[src/design/xgmii_tx_pkg.sv]
// Shared XGMII codes, lane types and frame state encodings, imported by every transmit MAC module
`default_nettype none

package xgmii_tx_pkg;

    // Column geometry
    localparam int DATA_WIDTH = 32;
    localparam int DATA_NBYTES = DATA_WIDTH / 8;

    typedef logic [DATA_WIDTH-1:0] lane_data_t;
    typedef logic [DATA_NBYTES-1:0] lane_ctl_t;

    // Reconciliation sublayer control characters
    localparam logic [7:0] RS_IDLE = 8'h07;
    localparam logic [7:0] RS_START = 8'hFB;
    localparam logic [7:0] RS_TERM = 8'hFD;
    localparam logic [7:0] RS_ERROR = 8'hFE;

    // Preamble and start-of-frame delimiter bytes
    localparam logic [7:0] MAC_PRE = 8'h55;
    localparam logic [7:0] MAC_SFD = 8'hD5;

    localparam logic [31:0] CRC_POLY_REFLECTED = 32'hEDB88320;

    // Terminate sequence is four columns, the first sent as soon as it is built
    localparam int TERM_COLS = 4;
    // Wide enough for the idle bytes inside the terminate sequence
    localparam int TERM_IDLE_W = 4;

    typedef enum logic [2:0] {
        IDLE,
        PREAMBLE,
        DATA,
        PADDING,
        TERM,
        IPG
    } tx_state_t;

    // Source of the outgoing column
    typedef enum logic [1:0] {
        DELAYED_DATA,
        TERM_FIRST,
        TERM_HELD,
        CONSTANT
    } term_sel_t;

    // Byte count of a keep vector, which is contiguous from lane 0
    function automatic logic [2:0] keep_to_bytes(input lane_ctl_t keep);
        logic [2:0] count;
        count = '0;
        for (int i = 0; i < DATA_NBYTES; i++) begin
            count = count + 3'(keep[i]);
        end
        return count;
    endfunction

endpackage

`default_nettype wire

[src/design/crc32_slice.sv]
// Ethernet CRC-32 over one column per cycle with per-lane enables, used for the transmit FCS
`timescale 1ns/100ps
`default_nettype none

module crc32_slice import xgmii_tx_pkg::*; (
    input  wire        i_clk,
    input  wire        i_clear,
    input  wire lane_data_t i_data,
    input  wire lane_ctl_t  i_byte_en,
    output logic [31:0] o_crc
);

    logic [31:0] crc_q;
    logic [31:0] crc_next;

    // One byte through the reflected polynomial, LSB first
    function automatic logic [31:0] crc_byte(input logic [31:0] crc_in, input logic [7:0] data);
        logic [31:0] c;
        c = crc_in;
        for (int b = 0; b < 8; b++) begin
            c = (c >> 1) ^ (CRC_POLY_REFLECTED & {32{c[0] ^ data[b]}});
        end
        return c;
    endfunction

    // Lanes in order, lane 0 being the earliest byte
    always_comb begin
        crc_next = crc_q;
        for (int l = 0; l < DATA_NBYTES; l++) begin
            if (i_byte_en[l]) begin
                crc_next = crc_byte(crc_next, i_data[8*l +: 8]);
            end
        end
    end

    always_ff @(posedge i_clk) begin
        if (i_clear) begin
            crc_q <= '1;
        end else begin
            crc_q <= crc_next;
        end
    end

    assign o_crc = ~crc_q;

    // Gaps between enabled lanes would reorder bytes in the FCS
    a_contiguous_en: assert property (@(posedge i_clk)
        (i_byte_en != '0) |-> (i_byte_en inside {4'b0001, 4'b0011, 4'b0111, 4'b1111}));

endmodule

`default_nettype wire

[src/design/tx_frame_ctrl.sv]
// Frame sequencer of the transmit MAC, owns the input handshake and picks every XGMII column
`timescale 1ns/100ps
`default_nettype none

module tx_frame_ctrl import xgmii_tx_pkg::*; #(
    parameter int MIN_FRAME_BYTES = 60,
    parameter int IPG_BYTES = 12
) (
    input  wire        i_clk,
    input  wire        i_reset,

    input  wire lane_data_t i_tdata,
    input  wire lane_ctl_t  i_tkeep,
    input  wire        i_tlast,
    input  wire        i_tvalid,
    output logic       o_tready,

    input  wire lane_data_t i_term_first_data,
    input  wire lane_ctl_t  i_term_first_ctl,
    input  wire lane_data_t i_term_held_data,
    input  wire lane_ctl_t  i_term_held_ctl,
    input  wire [TERM_IDLE_W-1:0] i_term_idle_bytes,

    output lane_data_t o_beat_data,
    output lane_ctl_t  o_beat_keep,
    output logic       o_term_capture,
    output logic [1:0] o_term_index,

    output logic       o_crc_clear,
    output lane_data_t o_crc_data,
    output lane_ctl_t  o_crc_byte_en,

    output lane_data_t o_xgmii_data,
    output lane_ctl_t  o_xgmii_ctl
);

    // Counter widths leave room for one column of overshoot
    localparam int CNT_W = $clog2(MIN_FRAME_BYTES + 2 * DATA_NBYTES);
    localparam int IPG_W = $clog2(IPG_BYTES + 4 * TERM_COLS);

    localparam lane_data_t IDLE_COL = {DATA_NBYTES{RS_IDLE}};
    localparam lane_data_t START_COL = {MAC_PRE, MAC_PRE, MAC_PRE, RS_START};
    localparam lane_data_t SFD_COL = {MAC_SFD, MAC_PRE, MAC_PRE, MAC_PRE};

    tx_state_t state, next_state;
    term_sel_t col_sel;
    lane_data_t const_data;
    lane_ctl_t const_ctl;

    // Two-stage delay line, stage 0 feeds the CRC and stage 1 feeds the output
    logic d0_valid, d0_last;
    lane_data_t d0_data;
    lane_ctl_t d0_keep;
    logic d1_last, d1_pad;
    lane_data_t d1_data;
    lane_ctl_t d1_keep;
    lane_data_t data_mask;

    logic beat_accept;
    logic seen_last;
    logic need_pad;
    logic frame_padded;
    logic pad_feed;
    logic pad_fed_q;
    logic [CNT_W-1:0] fed_cnt, fed_sum;
    logic [IPG_W-1:0] ipg_cnt;
    logic [1:0] term_cnt;

    assign o_tready = (state == IDLE || state == PREAMBLE || state == DATA) && !seen_last;
    assign beat_accept = i_tvalid && o_tready;

    // Unused lanes of the last beat become zero pad bytes
    always_comb begin
        for (int l = 0; l < DATA_NBYTES; l++) begin
            data_mask[8*l +: 8] = {8{i_tkeep[l]}};
        end
    end

    // A short frame widens its last beat to a full column and pads behind it
    assign need_pad = d0_last &&
        (32'(fed_cnt) + 32'(keep_to_bytes(d0_keep)) < MIN_FRAME_BYTES);
    assign pad_feed = frame_padded && !d0_valid && (fed_cnt < CNT_W'(MIN_FRAME_BYTES));
    assign fed_sum = fed_cnt + CNT_W'(DATA_NBYTES);

    assign o_crc_clear = (state == IDLE);
    assign o_crc_data = pad_feed ? '0 : d0_data;
    assign o_crc_byte_en = pad_feed ? '1 :
                           !d0_valid ? '0 :
                           need_pad ? '1 : d0_keep;

    // A padded end leaves no data bytes for the terminate columns
    assign o_beat_data = d1_data;
    assign o_beat_keep = (state == PADDING) ? '0 : d1_keep;
    assign o_term_capture = (next_state == TERM) && (state != TERM);
    assign o_term_index = term_cnt;

    always_comb begin
        next_state = state;
        col_sel = CONSTANT;
        const_data = IDLE_COL;
        const_ctl = '1;
        case (state)
            IDLE: begin
                if (i_tvalid) begin
                    next_state = PREAMBLE;
                    const_data = START_COL;
                    const_ctl = 4'b0001;
                end
            end
            PREAMBLE: begin
                next_state = DATA;
                const_data = SFD_COL;
                const_ctl = '0;
            end
            DATA: begin
                col_sel = DELAYED_DATA;
                if (d1_last && d1_pad) begin
                    next_state = PADDING;
                end else if (d1_last) begin
                    next_state = TERM;
                    col_sel = TERM_FIRST;
                end
            end
            PADDING: begin
                if (pad_fed_q) begin
                    const_data = '0;
                    const_ctl = '0;
                end else begin
                    next_state = TERM;
                    col_sel = TERM_FIRST;
                end
            end
            TERM: begin
                col_sel = TERM_HELD;
                if (term_cnt == 2'(TERM_COLS - 2)) begin
                    next_state = (ipg_cnt >= IPG_W'(IPG_BYTES)) ? IDLE : IPG;
                end
            end
            IPG: begin
                if (ipg_cnt + IPG_W'(DATA_NBYTES) >= IPG_W'(IPG_BYTES)) begin
                    next_state = IDLE;
                end
            end
            default: begin
                next_state = IDLE;
            end
        endcase
    end

    always_comb begin
        case (col_sel)
            DELAYED_DATA: begin
                o_xgmii_data = d1_data;
                o_xgmii_ctl = '0;
            end
            TERM_FIRST: begin
                o_xgmii_data = i_term_first_data;
                o_xgmii_ctl = i_term_first_ctl;
            end
            TERM_HELD: begin
                o_xgmii_data = i_term_held_data;
                o_xgmii_ctl = i_term_held_ctl;
            end
            default: begin
                o_xgmii_data = const_data;
                o_xgmii_ctl = const_ctl;
            end
        endcase
    end

    // Reset enters IPG so the link idles before the first frame
    always_ff @(posedge i_clk) begin
        if (i_reset) begin
            state <= IPG;
            d0_valid <= 1'b0;
            d0_last <= 1'b0;
            d1_last <= 1'b0;
            d1_pad <= 1'b0;
            seen_last <= 1'b0;
            fed_cnt <= '0;
            frame_padded <= 1'b0;
            pad_fed_q <= 1'b0;
            ipg_cnt <= '0;
            term_cnt <= '0;
        end else begin
            state <= next_state;
            d0_valid <= beat_accept;
            d0_last <= beat_accept && i_tlast;
            d1_last <= d0_last;
            d1_pad <= need_pad;
            pad_fed_q <= pad_feed;

            if (beat_accept && i_tlast) begin
                seen_last <= 1'b1;
            end else if (o_term_capture) begin
                seen_last <= 1'b0;
            end

            // Bytes fed to the CRC, saturating at the minimum frame size
            if (state == IDLE) begin
                fed_cnt <= '0;
            end else if (d0_valid || pad_feed) begin
                fed_cnt <= (fed_sum >= CNT_W'(MIN_FRAME_BYTES)) ?
                           CNT_W'(MIN_FRAME_BYTES) : fed_sum;
            end

            if (state == IDLE) begin
                frame_padded <= 1'b0;
            end else if (need_pad) begin
                frame_padded <= 1'b1;
            end

            // Idle bytes already in the terminate columns start the gap count
            if (o_term_capture) begin
                ipg_cnt <= IPG_W'(i_term_idle_bytes);
            end else if (state == IPG) begin
                ipg_cnt <= ipg_cnt + IPG_W'(DATA_NBYTES);
            end

            if (o_term_capture) begin
                term_cnt <= '0;
            end else if (state == TERM) begin
                term_cnt <= term_cnt + 2'd1;
            end
        end
    end

    always_ff @(posedge i_clk) begin
        d0_data <= i_tdata & data_mask;
        d0_keep <= i_tkeep;
        d1_data <= d0_data;
        d1_keep <= need_pad ? '1 : d0_keep;
    end

    // Input must not drop valid inside a frame
    a_valid_held: assert property (@(posedge i_clk) disable iff (i_reset)
        (i_tvalid && !(o_tready && i_tlast)) |=> i_tvalid);

    a_full_keep: assert property (@(posedge i_clk) disable iff (i_reset)
        (beat_accept && !i_tlast) |-> (i_tkeep == '1));

endmodule

`default_nettype wire

[src/design/tx_term_builder.sv]
// Builds the four terminate columns of a frame end for the transmit MAC frame controller
`timescale 1ns/100ps
`default_nettype none

module tx_term_builder import xgmii_tx_pkg::*; (
    input  wire        i_clk,
    input  wire        i_reset,

    input  wire lane_data_t i_beat_data,
    input  wire lane_ctl_t  i_beat_keep,
    input  wire [31:0] i_crc,
    input  wire        i_capture,
    input  wire [1:0]  i_term_index,

    output lane_data_t o_term_first_data,
    output lane_ctl_t  o_term_first_ctl,
    output lane_data_t o_term_held_data,
    output lane_ctl_t  o_term_held_ctl,
    output logic [TERM_IDLE_W-1:0] o_term_idle_bytes
);

    localparam int TERM_BYTES = TERM_COLS * DATA_NBYTES;

    logic [2:0] n_data;
    logic [TERM_BYTES-1:0][7:0] term_bytes;
    logic [TERM_BYTES-1:0] term_ctl;

    lane_data_t held_data [TERM_COLS-1];
    lane_ctl_t held_ctl [TERM_COLS-1];

    assign n_data = keep_to_bytes(i_beat_keep);

    // Remaining data, then CRC lowest byte first, then T, then idle fill
    always_comb begin
        for (int i = 0; i < TERM_BYTES; i++) begin
            if (i < int'(n_data)) begin
                term_bytes[i] = i_beat_data[8*(i % DATA_NBYTES) +: 8];
                term_ctl[i] = 1'b0;
            end else if (i < int'(n_data) + 4) begin
                term_bytes[i] = i_crc[8*((i - int'(n_data)) % 4) +: 8];
                term_ctl[i] = 1'b0;
            end else if (i == int'(n_data) + 4) begin
                term_bytes[i] = RS_TERM;
                term_ctl[i] = 1'b1;
            end else begin
                term_bytes[i] = RS_IDLE;
                term_ctl[i] = 1'b1;
            end
        end
    end

    assign o_term_first_data = term_bytes[DATA_NBYTES-1:0];
    assign o_term_first_ctl = term_ctl[DATA_NBYTES-1:0];

    // Everything after the terminate byte is idle
    assign o_term_idle_bytes = TERM_IDLE_W'(TERM_BYTES - 5 - int'(n_data));

    always_ff @(posedge i_clk) begin
        for (int c = 1; c < TERM_COLS; c++) begin
            if (i_capture) begin
                held_data[c-1] <= term_bytes[DATA_NBYTES*c +: DATA_NBYTES];
            end
        end
    end

    always_ff @(posedge i_clk) begin
        for (int c = 1; c < TERM_COLS; c++) begin
            if (i_reset) begin
                held_ctl[c-1] <= '1;
            end else if (i_capture) begin
                held_ctl[c-1] <= term_ctl[DATA_NBYTES*c +: DATA_NBYTES];
            end
        end
    end

    always_comb begin
        case (i_term_index)
            2'd0: begin
                o_term_held_data = held_data[0];
                o_term_held_ctl = held_ctl[0];
            end
            2'd1: begin
                o_term_held_data = held_data[1];
                o_term_held_ctl = held_ctl[1];
            end
            default: begin
                o_term_held_data = held_data[2];
                o_term_held_ctl = held_ctl[2];
            end
        endcase
    end

    // Frame controller hands over a legal end pattern, zero keep for a padded end
    a_legal_keep: assert property (@(posedge i_clk) disable iff (i_reset)
        i_capture |-> (i_beat_keep inside {4'b0000, 4'b0001, 4'b0011, 4'b0111, 4'b1111}));

endmodule

`default_nettype wire

[src/design/xgmii_tx_mac.sv]
// Transmit MAC top level, byte stream in and XGMII out, instantiated by the system or testbench
`timescale 1ns/100ps
`default_nettype none

module xgmii_tx_mac import xgmii_tx_pkg::*; #(
    parameter int MIN_FRAME_BYTES = 60,
    parameter int IPG_BYTES = 12
) (
    input  wire        i_clk,
    input  wire        i_reset,

    // Byte stream input
    input  wire lane_data_t i_tdata,
    input  wire lane_ctl_t  i_tkeep,
    input  wire        i_tlast,
    input  wire        i_tvalid,
    output logic       o_tready,

    // XGMII transmit
    output lane_data_t o_xgmii_data,
    output lane_ctl_t  o_xgmii_ctl
);

    lane_data_t beat_data;
    lane_ctl_t beat_keep;
    logic term_capture;
    logic [1:0] term_index;

    logic crc_clear;
    lane_data_t crc_data;
    lane_ctl_t crc_byte_en;
    logic [31:0] crc;

    lane_data_t term_first_data;
    lane_ctl_t term_first_ctl;
    lane_data_t term_held_data;
    lane_ctl_t term_held_ctl;
    logic [TERM_IDLE_W-1:0] term_idle_bytes;

    tx_frame_ctrl #(
        .MIN_FRAME_BYTES(MIN_FRAME_BYTES),
        .IPG_BYTES(IPG_BYTES)
    ) u_frame_ctrl (
        .i_clk(i_clk),
        .i_reset(i_reset),
        .i_tdata(i_tdata),
        .i_tkeep(i_tkeep),
        .i_tlast(i_tlast),
        .i_tvalid(i_tvalid),
        .o_tready(o_tready),
        .i_term_first_data(term_first_data),
        .i_term_first_ctl(term_first_ctl),
        .i_term_held_data(term_held_data),
        .i_term_held_ctl(term_held_ctl),
        .i_term_idle_bytes(term_idle_bytes),
        .o_beat_data(beat_data),
        .o_beat_keep(beat_keep),
        .o_term_capture(term_capture),
        .o_term_index(term_index),
        .o_crc_clear(crc_clear),
        .o_crc_data(crc_data),
        .o_crc_byte_en(crc_byte_en),
        .o_xgmii_data(o_xgmii_data),
        .o_xgmii_ctl(o_xgmii_ctl)
    );

    tx_term_builder u_term_builder (
        .i_clk(i_clk),
        .i_reset(i_reset),
        .i_beat_data(beat_data),
        .i_beat_keep(beat_keep),
        .i_crc(crc),
        .i_capture(term_capture),
        .i_term_index(term_index),
        .o_term_first_data(term_first_data),
        .o_term_first_ctl(term_first_ctl),
        .o_term_held_data(term_held_data),
        .o_term_held_ctl(term_held_ctl),
        .o_term_idle_bytes(term_idle_bytes)
    );

    crc32_slice u_crc (
        .i_clk(i_clk),
        .i_clear(crc_clear),
        .i_data(crc_data),
        .i_byte_en(crc_byte_en),
        .o_crc(crc)
    );

endmodule

`default_nettype wire

[config.mk]
export PLATFORM = sky130hd
export DESIGN_NAME = xgmii_tx_mac
export DESIGN_NICKNAME = d
export VERILOG_FILES = /design/src/design/xgmii_tx_pkg.sv /design/src/design/crc32_slice.sv /design/src/design/tx_frame_ctrl.sv /design/src/design/tx_term_builder.sv /design/src/design/xgmii_tx_mac.sv
export SDC_FILE = /design/constraint.sdc
export NUM_CORES = 1
export LEC_CHECK = 0
export BUFFER_PORTS_ARGS = -buffer_cell sky130_fd_sc_hd__buf_2
export CAP_MARGIN = 40
export CORE_UTILIZATION = 55
export DETAILED_ROUTE_END_ITERATION = 7
export PLACE_DENSITY = 0.83
export SETUP_SLACK_MARGIN = 0.3
export SYNTH_ARGS = -nofsm -noshare
export SYNTH_HDL_FRONTEND = slang
export SYNTH_SLANG_ARGS = --single-unit
[constraint.sdc]
create_clock -name i_clk -period 6.3 [get_ports i_clk]
set_input_delay 0.315 -clock i_clk [delete_from_list [all_inputs] [get_ports i_clk]]
set_output_delay 0.315 -clock i_clk [all_outputs]
set_load 0.1 [all_outputs]
; After elaboration in Yosys (flattened, before gate mapping)
; Memory sizes are Yosys's and may differ from the RTL's.
; Cells that the tools add are included.
[word_totals]
mem_bits_rw = 108
wordCells = 345
ff_bits = 128
memories = 2
input_bits = 40
out_inout_bits = 37
[op_classes]
muxes = 107
n_reduce_logical = 37
addsub = 27
n_eq_ne = 26
n_bitwise = 85
shift = 16
n_lt_le_gt_ge = 28
[mem_list]
columns = name, depth, width, read_ports, rd_clocked_by_memory_dff, wr, line_no
row1 = u_term_builder.held_data, 3, 32, 3, 0, 3, tx_term_builder.sv:28  ; lane_data_t held_data [TERM_COLS-1];
row2 = u_term_builder.held_ctl, 3, 4, 3, 0, 3, tx_term_builder.sv:29  ; lane_ctl_t held_ctl [TERM_COLS-1];
[op_table]
columns = operator, count
row1 = 31-bit by 32-bit XOR with 32-bit output, 32
row2 = 32-bit by 6-bit variable part select with 8-bit output, 16
row3 = 8-bit two-way mux, 39
row4 = 5-bit by 32-bit == test with 1-bit output (first input constant), 8
row5 = 5-bit by 32-bit less-than comparator with 1-bit output (first input constant), 8
row6 = 32-bit case mux with 3 select lines, 2
row7 = 32-bit two-way mux, 5
row8 = 4-bit by 32-bit == test with 1-bit output (first input constant), 4
row9 = 4-bit by 32-bit less-than comparator with 1-bit output (first input constant), 4
row10 = 3-bit by 32-bit == test with 1-bit output (first input constant), 2
row11 = 3-bit by 32-bit less-than comparator with 1-bit output (first input constant), 2
row12 = 32-bit case mux with 2 select lines, 1
row13 = 4-bit two-way mux, 11
row14 = 4-bit by 3-bit subtractor with 5-bit output (first input constant), 8
row15 = 2-bit OR reduction, 18
row16 = 32-bit bitwise AND, 1
row17 = 2-bit by 32-bit == test with 1-bit output (first input constant), 1
row18 = 32-bit logical NOT, 1
row19 = 1-bit by 32-bit less-than comparator with 1-bit output (first input constant), 1
row20 = 2-bit by 32-bit less-than comparator with 1-bit output (first input constant), 1
row21 = 32-bit by 6-bit less-than comparator with 1-bit output (second input constant), 1
row22 = 1-bit two-way mux, 32
row23 = 32-bit NOT, 1
row24 = 1-bit XOR, 32
row25 = 39 further kinds, 95

; Longest topological paths before layout
[depth]
word_depth = 72
mapped_depth = 25
depth_no_buf = 21

; By module
; A second synthesis with hierarchy kept.
[hier_totals]
cells_unflattened = 1574
hier_area_um2 = 15000.6
[by_module_without_submodules]
columns = mod, seq_area_each_um2, cells_per_inst, n_inst, area_per_inst_um2
row1 = crc32_slice, 640.6, 643, 1, 5903.2
row2 = tx_term_builder, 2011.9, 487, 1, 5102.4
row3 = tx_frame_ctrl, 1881.8, 444, 1, 3995.1

; Least setup slack after synthesis
; No wires, ideal clock.
[synth_path]
path_kind = reg2out
from = register u_frame_ctrl.state[0]
to = output port o_xgmii_data[3]
n_path_buf = 3
slack_ps = 35
path_stages_with_launch = 15
t_required_ps = 5985
t_arrival_ps = 5950
path_cell_list = dfxtp_1 -> clkbuf_1 -> nor2b_1 -> nand2_1 -> and2_1 -> ha_1 -> inv_1 -> fa_1 -> fa_1 -> clkbuf_1 -> clkbuf_1 -> mux4_2 -> nor2_1 -> a21oi_1 -> o21ai_0
[synth_between]
elab_chain_cells = 12
word_cells_on_any_way = 26
classes_between = 5 x add/sub / 2 x order compare / 6 x eq/ne / 1 x shift / 7 x mux / 1 x bitwise / 4 x reduce/logical
[synth_rtl]
columns = element, line_no
row1 = from (decl), tx_frame_ctrl.sv:45  ; tx_state_t state, next_state;
row2 = from (signal assigned), tx_frame_ctrl.sv:186  ; state <= next_state;
row3 = 3-bit by 2-bit == test with 1-bit output, "tx_frame_ctrl.sv:93, tx_frame_ctrl.sv:102"
row4 = 4-bit two-way mux, tx_frame_ctrl.sv:93  ; assign o_beat_keep = (state == PADDING) ? '0 : d1_keep;
row5 = 1-bit by 1-bit adder with 2-bit output, xgmii_tx_pkg.sv:52  ; count = count + 3'(keep[i]);
row6 = 3-bit by 1-bit adder with 3-bit output (2 in a row), xgmii_tx_pkg.sv:52
row7 = 1-bit by 3-bit subtractor with 4-bit output, tx_term_builder.sv:40  ; term_bytes[i] = i_crc[8*((i - int'(n_data)) % 4) +: 8];
row8 = 2-bit OR reduction (no source line), --
row9 = 1-bit bitwise AND (no source line), --
row10 = 32-bit by 6-bit variable part select with 8-bit output, tx_term_builder.sv:40
row11 = 8-bit two-way mux, tx_term_builder.sv:39  ; end else if (i < int'(n_data) + 4) begin
row12 = 8-bit two-way mux, tx_term_builder.sv:36  ; if (i < int'(n_data)) begin
row13 = 32-bit case mux with 3 select lines *, tx_frame_ctrl.sv:151  ; case (col_sel)
row14 = to (decl), xgmii_tx_mac.sv:20  ; output lane_data_t o_xgmii_data,
; Every way passes the cells marked *; elsewhere a longest branch is shown, timed or not.

; Worst setup path after layout
[layout_path]
from = register u_frame_ctrl.d0_keep[0]
to = register u_crc.crc_q[25]
[layout_between]
elab_chain_cells = 41
word_cells_on_any_way = 59
classes_between = 4 x add/sub / 1 x order compare / 7 x mux / 46 x bitwise / 1 x reduce/logical
[layout_rtl]
columns = element, line_no
row1 = from (decl), tx_frame_ctrl.sv:53  ; lane_ctl_t d0_keep;
row2 = from (signal assigned), tx_frame_ctrl.sv:230  ; d0_keep <= i_tkeep;
row3 = 1-bit by 1-bit adder with 2-bit output, xgmii_tx_pkg.sv:52
row4 = 3-bit by 1-bit adder with 3-bit output (2 in a row), xgmii_tx_pkg.sv:52
row5 = 7-bit by 3-bit adder with 8-bit output, tx_frame_ctrl.sv:81  ; (32'(fed_cnt) + 32'(keep_to_bytes(d0_keep)) < MIN_FRAME_BYTES);
row6 = 32-bit by 6-bit less-than comparator with 1-bit output, tx_frame_ctrl.sv:81
row7 = 1-bit logical AND, tx_frame_ctrl.sv:80  ; assign need_pad = d0_last &&
row8 = 4-bit two-way mux *, tx_frame_ctrl.sv:89  ; need_pad ? '1 : d0_keep;
row9 = 4-bit two-way mux *, tx_frame_ctrl.sv:88  ; !d0_valid ? '0 :
row10 = 4-bit two-way mux *, tx_frame_ctrl.sv:87  ; assign o_crc_byte_en = pad_feed ? '1 :
row11 = (+21 left out), --
row12 = 32-bit two-way mux / 1-bit XOR (equally long branches), "crc32_slice.sv:30, crc32_slice.sv:21"
row13 = 31-bit by 32-bit XOR with 32-bit output (2 in a row), crc32_slice.sv:21  ; c = (c >> 1) ^ (CRC_POLY_REFLECTED & {32{c[0] ^ data[b]}});
row14 = 1-bit XOR / 31-bit by 32-bit XOR with 32-bit output (equally long branches), crc32_slice.sv:21
row15 = 31-bit by 32-bit XOR with 32-bit output / 1-bit XOR (equally long branches), crc32_slice.sv:21
row16 = 31-bit by 32-bit XOR with 32-bit output, crc32_slice.sv:21
row17 = 31-bit by 32-bit XOR with 32-bit output / 1-bit XOR (equally long branches) (2 in a row), crc32_slice.sv:21
row18 = 31-bit by 32-bit XOR with 32-bit output (2 in a row), crc32_slice.sv:21
row19 = 32-bit two-way mux *, crc32_slice.sv:30  ; if (i_byte_en[l]) begin
row20 = to (signal assigned), crc32_slice.sv:40  ; crc_q <= crc_next;
row21 = to (decl), crc32_slice.sv:13  ; logic [31:0] crc_q;
; Marks and branches as above.
; A chain may end at the register's enable or synchronous reset.

==> results.cfg <==
[global_routing]
grtUsageTotal_pct = 35.3
grt_pass1_wl_um = 75200
overflow = 0
antenna_found_initial = 1
grt_pass1_vias = 12800
grt_max_degree = 55

[floorplan]
die_h_um = 168
dieArea_sq_um = 28100
core.rowCount = 60
fp.dieW_um = 168
start_util_pct = 55.9
core_sq_um = 27000
ios = 77

[hold_path]
holdCritStartpoint = i_tkeep[3]
hold_path_class = in -> reg
min_path_cells = 1
hold_end = u_frame_ctrl.d0_keep[3]$_DFF_P_

[synth]
yosysWarnings = 0
ys_seq_area_share_pct = 30.1
synthArstFlopShare_pct = 0
synth_area_per_cell_sq_um = 9.33
synth_edf_count = 67
synth_nets = 1678
synth_cells = 1615
ys.flop_type = dfxtp_1
synth_cell_types = 94
ys_ff_latch = 193
netlist_area_sq_um = 15100

[clock_tree]
cts_buffers = 17
clk_pin_slew_ns = 0.08
clock-sinks = 193
worstSkewPairLatency_ns = 0.45
clockBufferDepth = 2
tritoncts = built
cts_root_buffer = clkbuf_16
htree_levels = 4

[final_layout]
area_growth_pct = 14.8
final_nets = 1771
mostFrequentLayoutCell = xnor2_1
antennaDiodeCount = 0
final_cell_mix = 172 x xnor2_1, 154 x nor2_1, 138 x nand2_1, 126 x a21oi_1, 124 x dfxtp_1
drive_gt1_share_pct = 21.3

[timing]
setup_violations = 0
worst_pin_slew_ns = 0.796
rsz0062_at_grt = false
max_freq_ghz = 0.167
max-slew-margin-rel_pct = 45.4
finalHoldViolCount = 0
min_period_ns = 5.98
fin_skew_ns = 0.0187
hold_slack_ns = 0.0557
post-route-period-util_pct = 95.0
final_max_slew_viol_count = 0

[place]
hpwl_um = 36000
io_buffer_count = 76
gp_congestion = 1.01

[critical_path]
timing.rr.start = u_frame_ctrl.d0_keep[0]$_DFF_P_
crit_fanout = 18
rr_worst_depth = 22
r2r_setup_slack_ns = 0.32
crit_path_end_kind = register
start_kind = register
required_ns = 6.59
crit_type = reg -> reg
cp.arrival_ns = 6.27
r2r_end = u_crc.crc_q[25]$_SDFF_PP1_

[route]
drt-wirelength-per-cell_um = 24.6
dr.pass1.iters = 6
drtIter0Drc = 1987
vias = 13400
avgViaCountPerCell = 6.50
post-route-drc-count = 0
ant_nets = 0
wirelength_um = 50700

[flow_run]
cap_violations = 0

[outcome]
status = complete, no violations
## routing by layer
layer	up-vias	routed length [um]	track usage [%]
met5	-	0	0
met4	0	3080	19.5
met3	205	5370	7.30
met2	887	22700	55.1
met1	6435	19500	45.9
li1	5882	-	-
## worst max-delay path by stage
stage / startpoint / to / slack (ns) / cells past startpoint
final: u_frame_ctrl.d0_keep[0]$_DFF_P_ / u_crc.crc_q[25]$_SDFF_PP1_ / 0.32 / 22
after global routing: u_frame_ctrl.d0_keep[0]$_DFF_P_ / u_crc.crc_q[19]$_SDFF_PP1_ / 0.21 / 28
after CTS: u_frame_ctrl.d0_keep[0]$_DFF_P_ / u_crc.crc_q[15]$_SDFF_PP1_ / 0.27 / 26
after detailed placement: u_frame_ctrl.d0_keep[1]$_DFF_P_ / u_crc.crc_q[15]$_SDFF_PP1_ / -0.02 / 22
after global placement: u_frame_ctrl.d0_keep[0]$_DFF_P_ / u_crc.crc_q[17]$_SDFF_PP1_ / 0.20 / 21
after floorplan: u_frame_ctrl.d0_keep[0]$_DFF_P_ / u_crc.crc_q[17]$_SDFF_PP1_ / 0.38 / 23
## flip-flops by register name, summed over array words and instances, names as in the netlist
register,flops
u_frame_ctrl.o_beat_data,32
u_term_builder.held_data,60
u_crc.crc_q,32
u_frame_ctrl.pad_fed_q,1
u_frame_ctrl.d0_valid,1
u_frame_ctrl.ipg_cnt,5
u_frame_ctrl.d1_keep,4
u_frame_ctrl.o_term_index,2
u_frame_ctrl.d1_pad,1
u_frame_ctrl.d1_last,1
u_frame_ctrl.fed_cnt,5
u_frame_ctrl.seen_last,1
u_frame_ctrl.d0_last,1
u_frame_ctrl.state,3
u_frame_ctrl.frame_padded,1
u_frame_ctrl.d0_data,32
u_frame_ctrl.d0_keep,4
u_term_builder.held_ctl,7
## cells by family after synthesis
group           count (synthesis)  synth area share (%)
simple gates                  451                  14.5
compound gates                406                  17.5
xor+xnor                      331                  24.1
flops                         193                  30.1
buf+inv                       137                  4.08
mux                            74                  7.76
fa+ha+maj                      23                  2.01
## through the flow
step                      TNS (ns)  setup WS [ns]  instance area [sq um]  utilization, %  instances
final                            0          0.318                  17300            64.2       2062
after global routing             0          0.205                  17300            64.2       2062
after CTS                        0          0.270                  16900            62.9       2048
after detailed placement   -0.0341        -0.0211                  16000            59.4       1996
after global placement           0          0.200                  15900            59.1       1990
after floorplan                  0          0.383                  15100               -       1615
## synth_stat cells, drive strengths merged, types with 8 or more instances
library cell	number	share of area (%)
inv	26	0.65
nand3	16	0.53
and2	46	1.9
edfxtp	67	13
nor2b	8	0.33
ha	21	1.7
o221ai	9	0.52
o211ai	28	1.4
nor3	15	0.57
xnor3	28	4.2
xnor2	195	12
or3	9	0.37
dfxtp	126	17
buf	48	1.9
mux4	32	4.8
nand2	141	3.6
nand2b	8	0.33
a211o	13	0.76
a21o	15	0.75
a211oi	8	0.40
nor2	159	4.1
clkbuf	62	1.5
xor2	101	6.6
o22ai	10	0.42
nand4	12	0.58
o21ai	105	3.5
a21oi	138	4.8
mux2i	35	2.5
a22oi	15	0.84
a22o	8	0.46
## cell type report
cell class,count,area (sq um)
clock buffers,17,425
clock inverters,15,189
fillers,2097,9650
inverters,27,101
multi-input cells,1285,10300
flip-flops and latches,193,4540
well taps,341,427
repair buffers,184,1300
## repair_timing
item | CTS | global route
buffers inserted | 20 | 13
gates cloned | 0 | 1
endpoints found under the setup margin | 25 | 29
resized for setup | 28 | 40
pin swaps | 14 | 20
hold buffers | 0 | 0
## critical path, stage by stage (launching register included)
cell       delay (ns)
dfxtp_4          0.36
ha_1             0.29
ha_1             0.28
a21o_1           0.17
ha_2             0.18
ha_4             0.23
o2111ai_4        0.20
nand4_1          0.22
nand2_4          0.16
buf_6            0.22
mux2i_2          0.36
xnor3_2          0.53
and3b_1          0.19
or4_1            0.55
xnor3_1          0.39
xnor2_1          0.17
mux2i_4          0.24
xor2_4           0.33
buf_4            0.23
xnor2_4          0.17
xnor2_1          0.13
nor2_1           0.15
o21ai_1          0.08
Power is left out: the tool's default activity adds up to more than one toggle a clock period on the data nets, which glitch-free logic cannot reach.
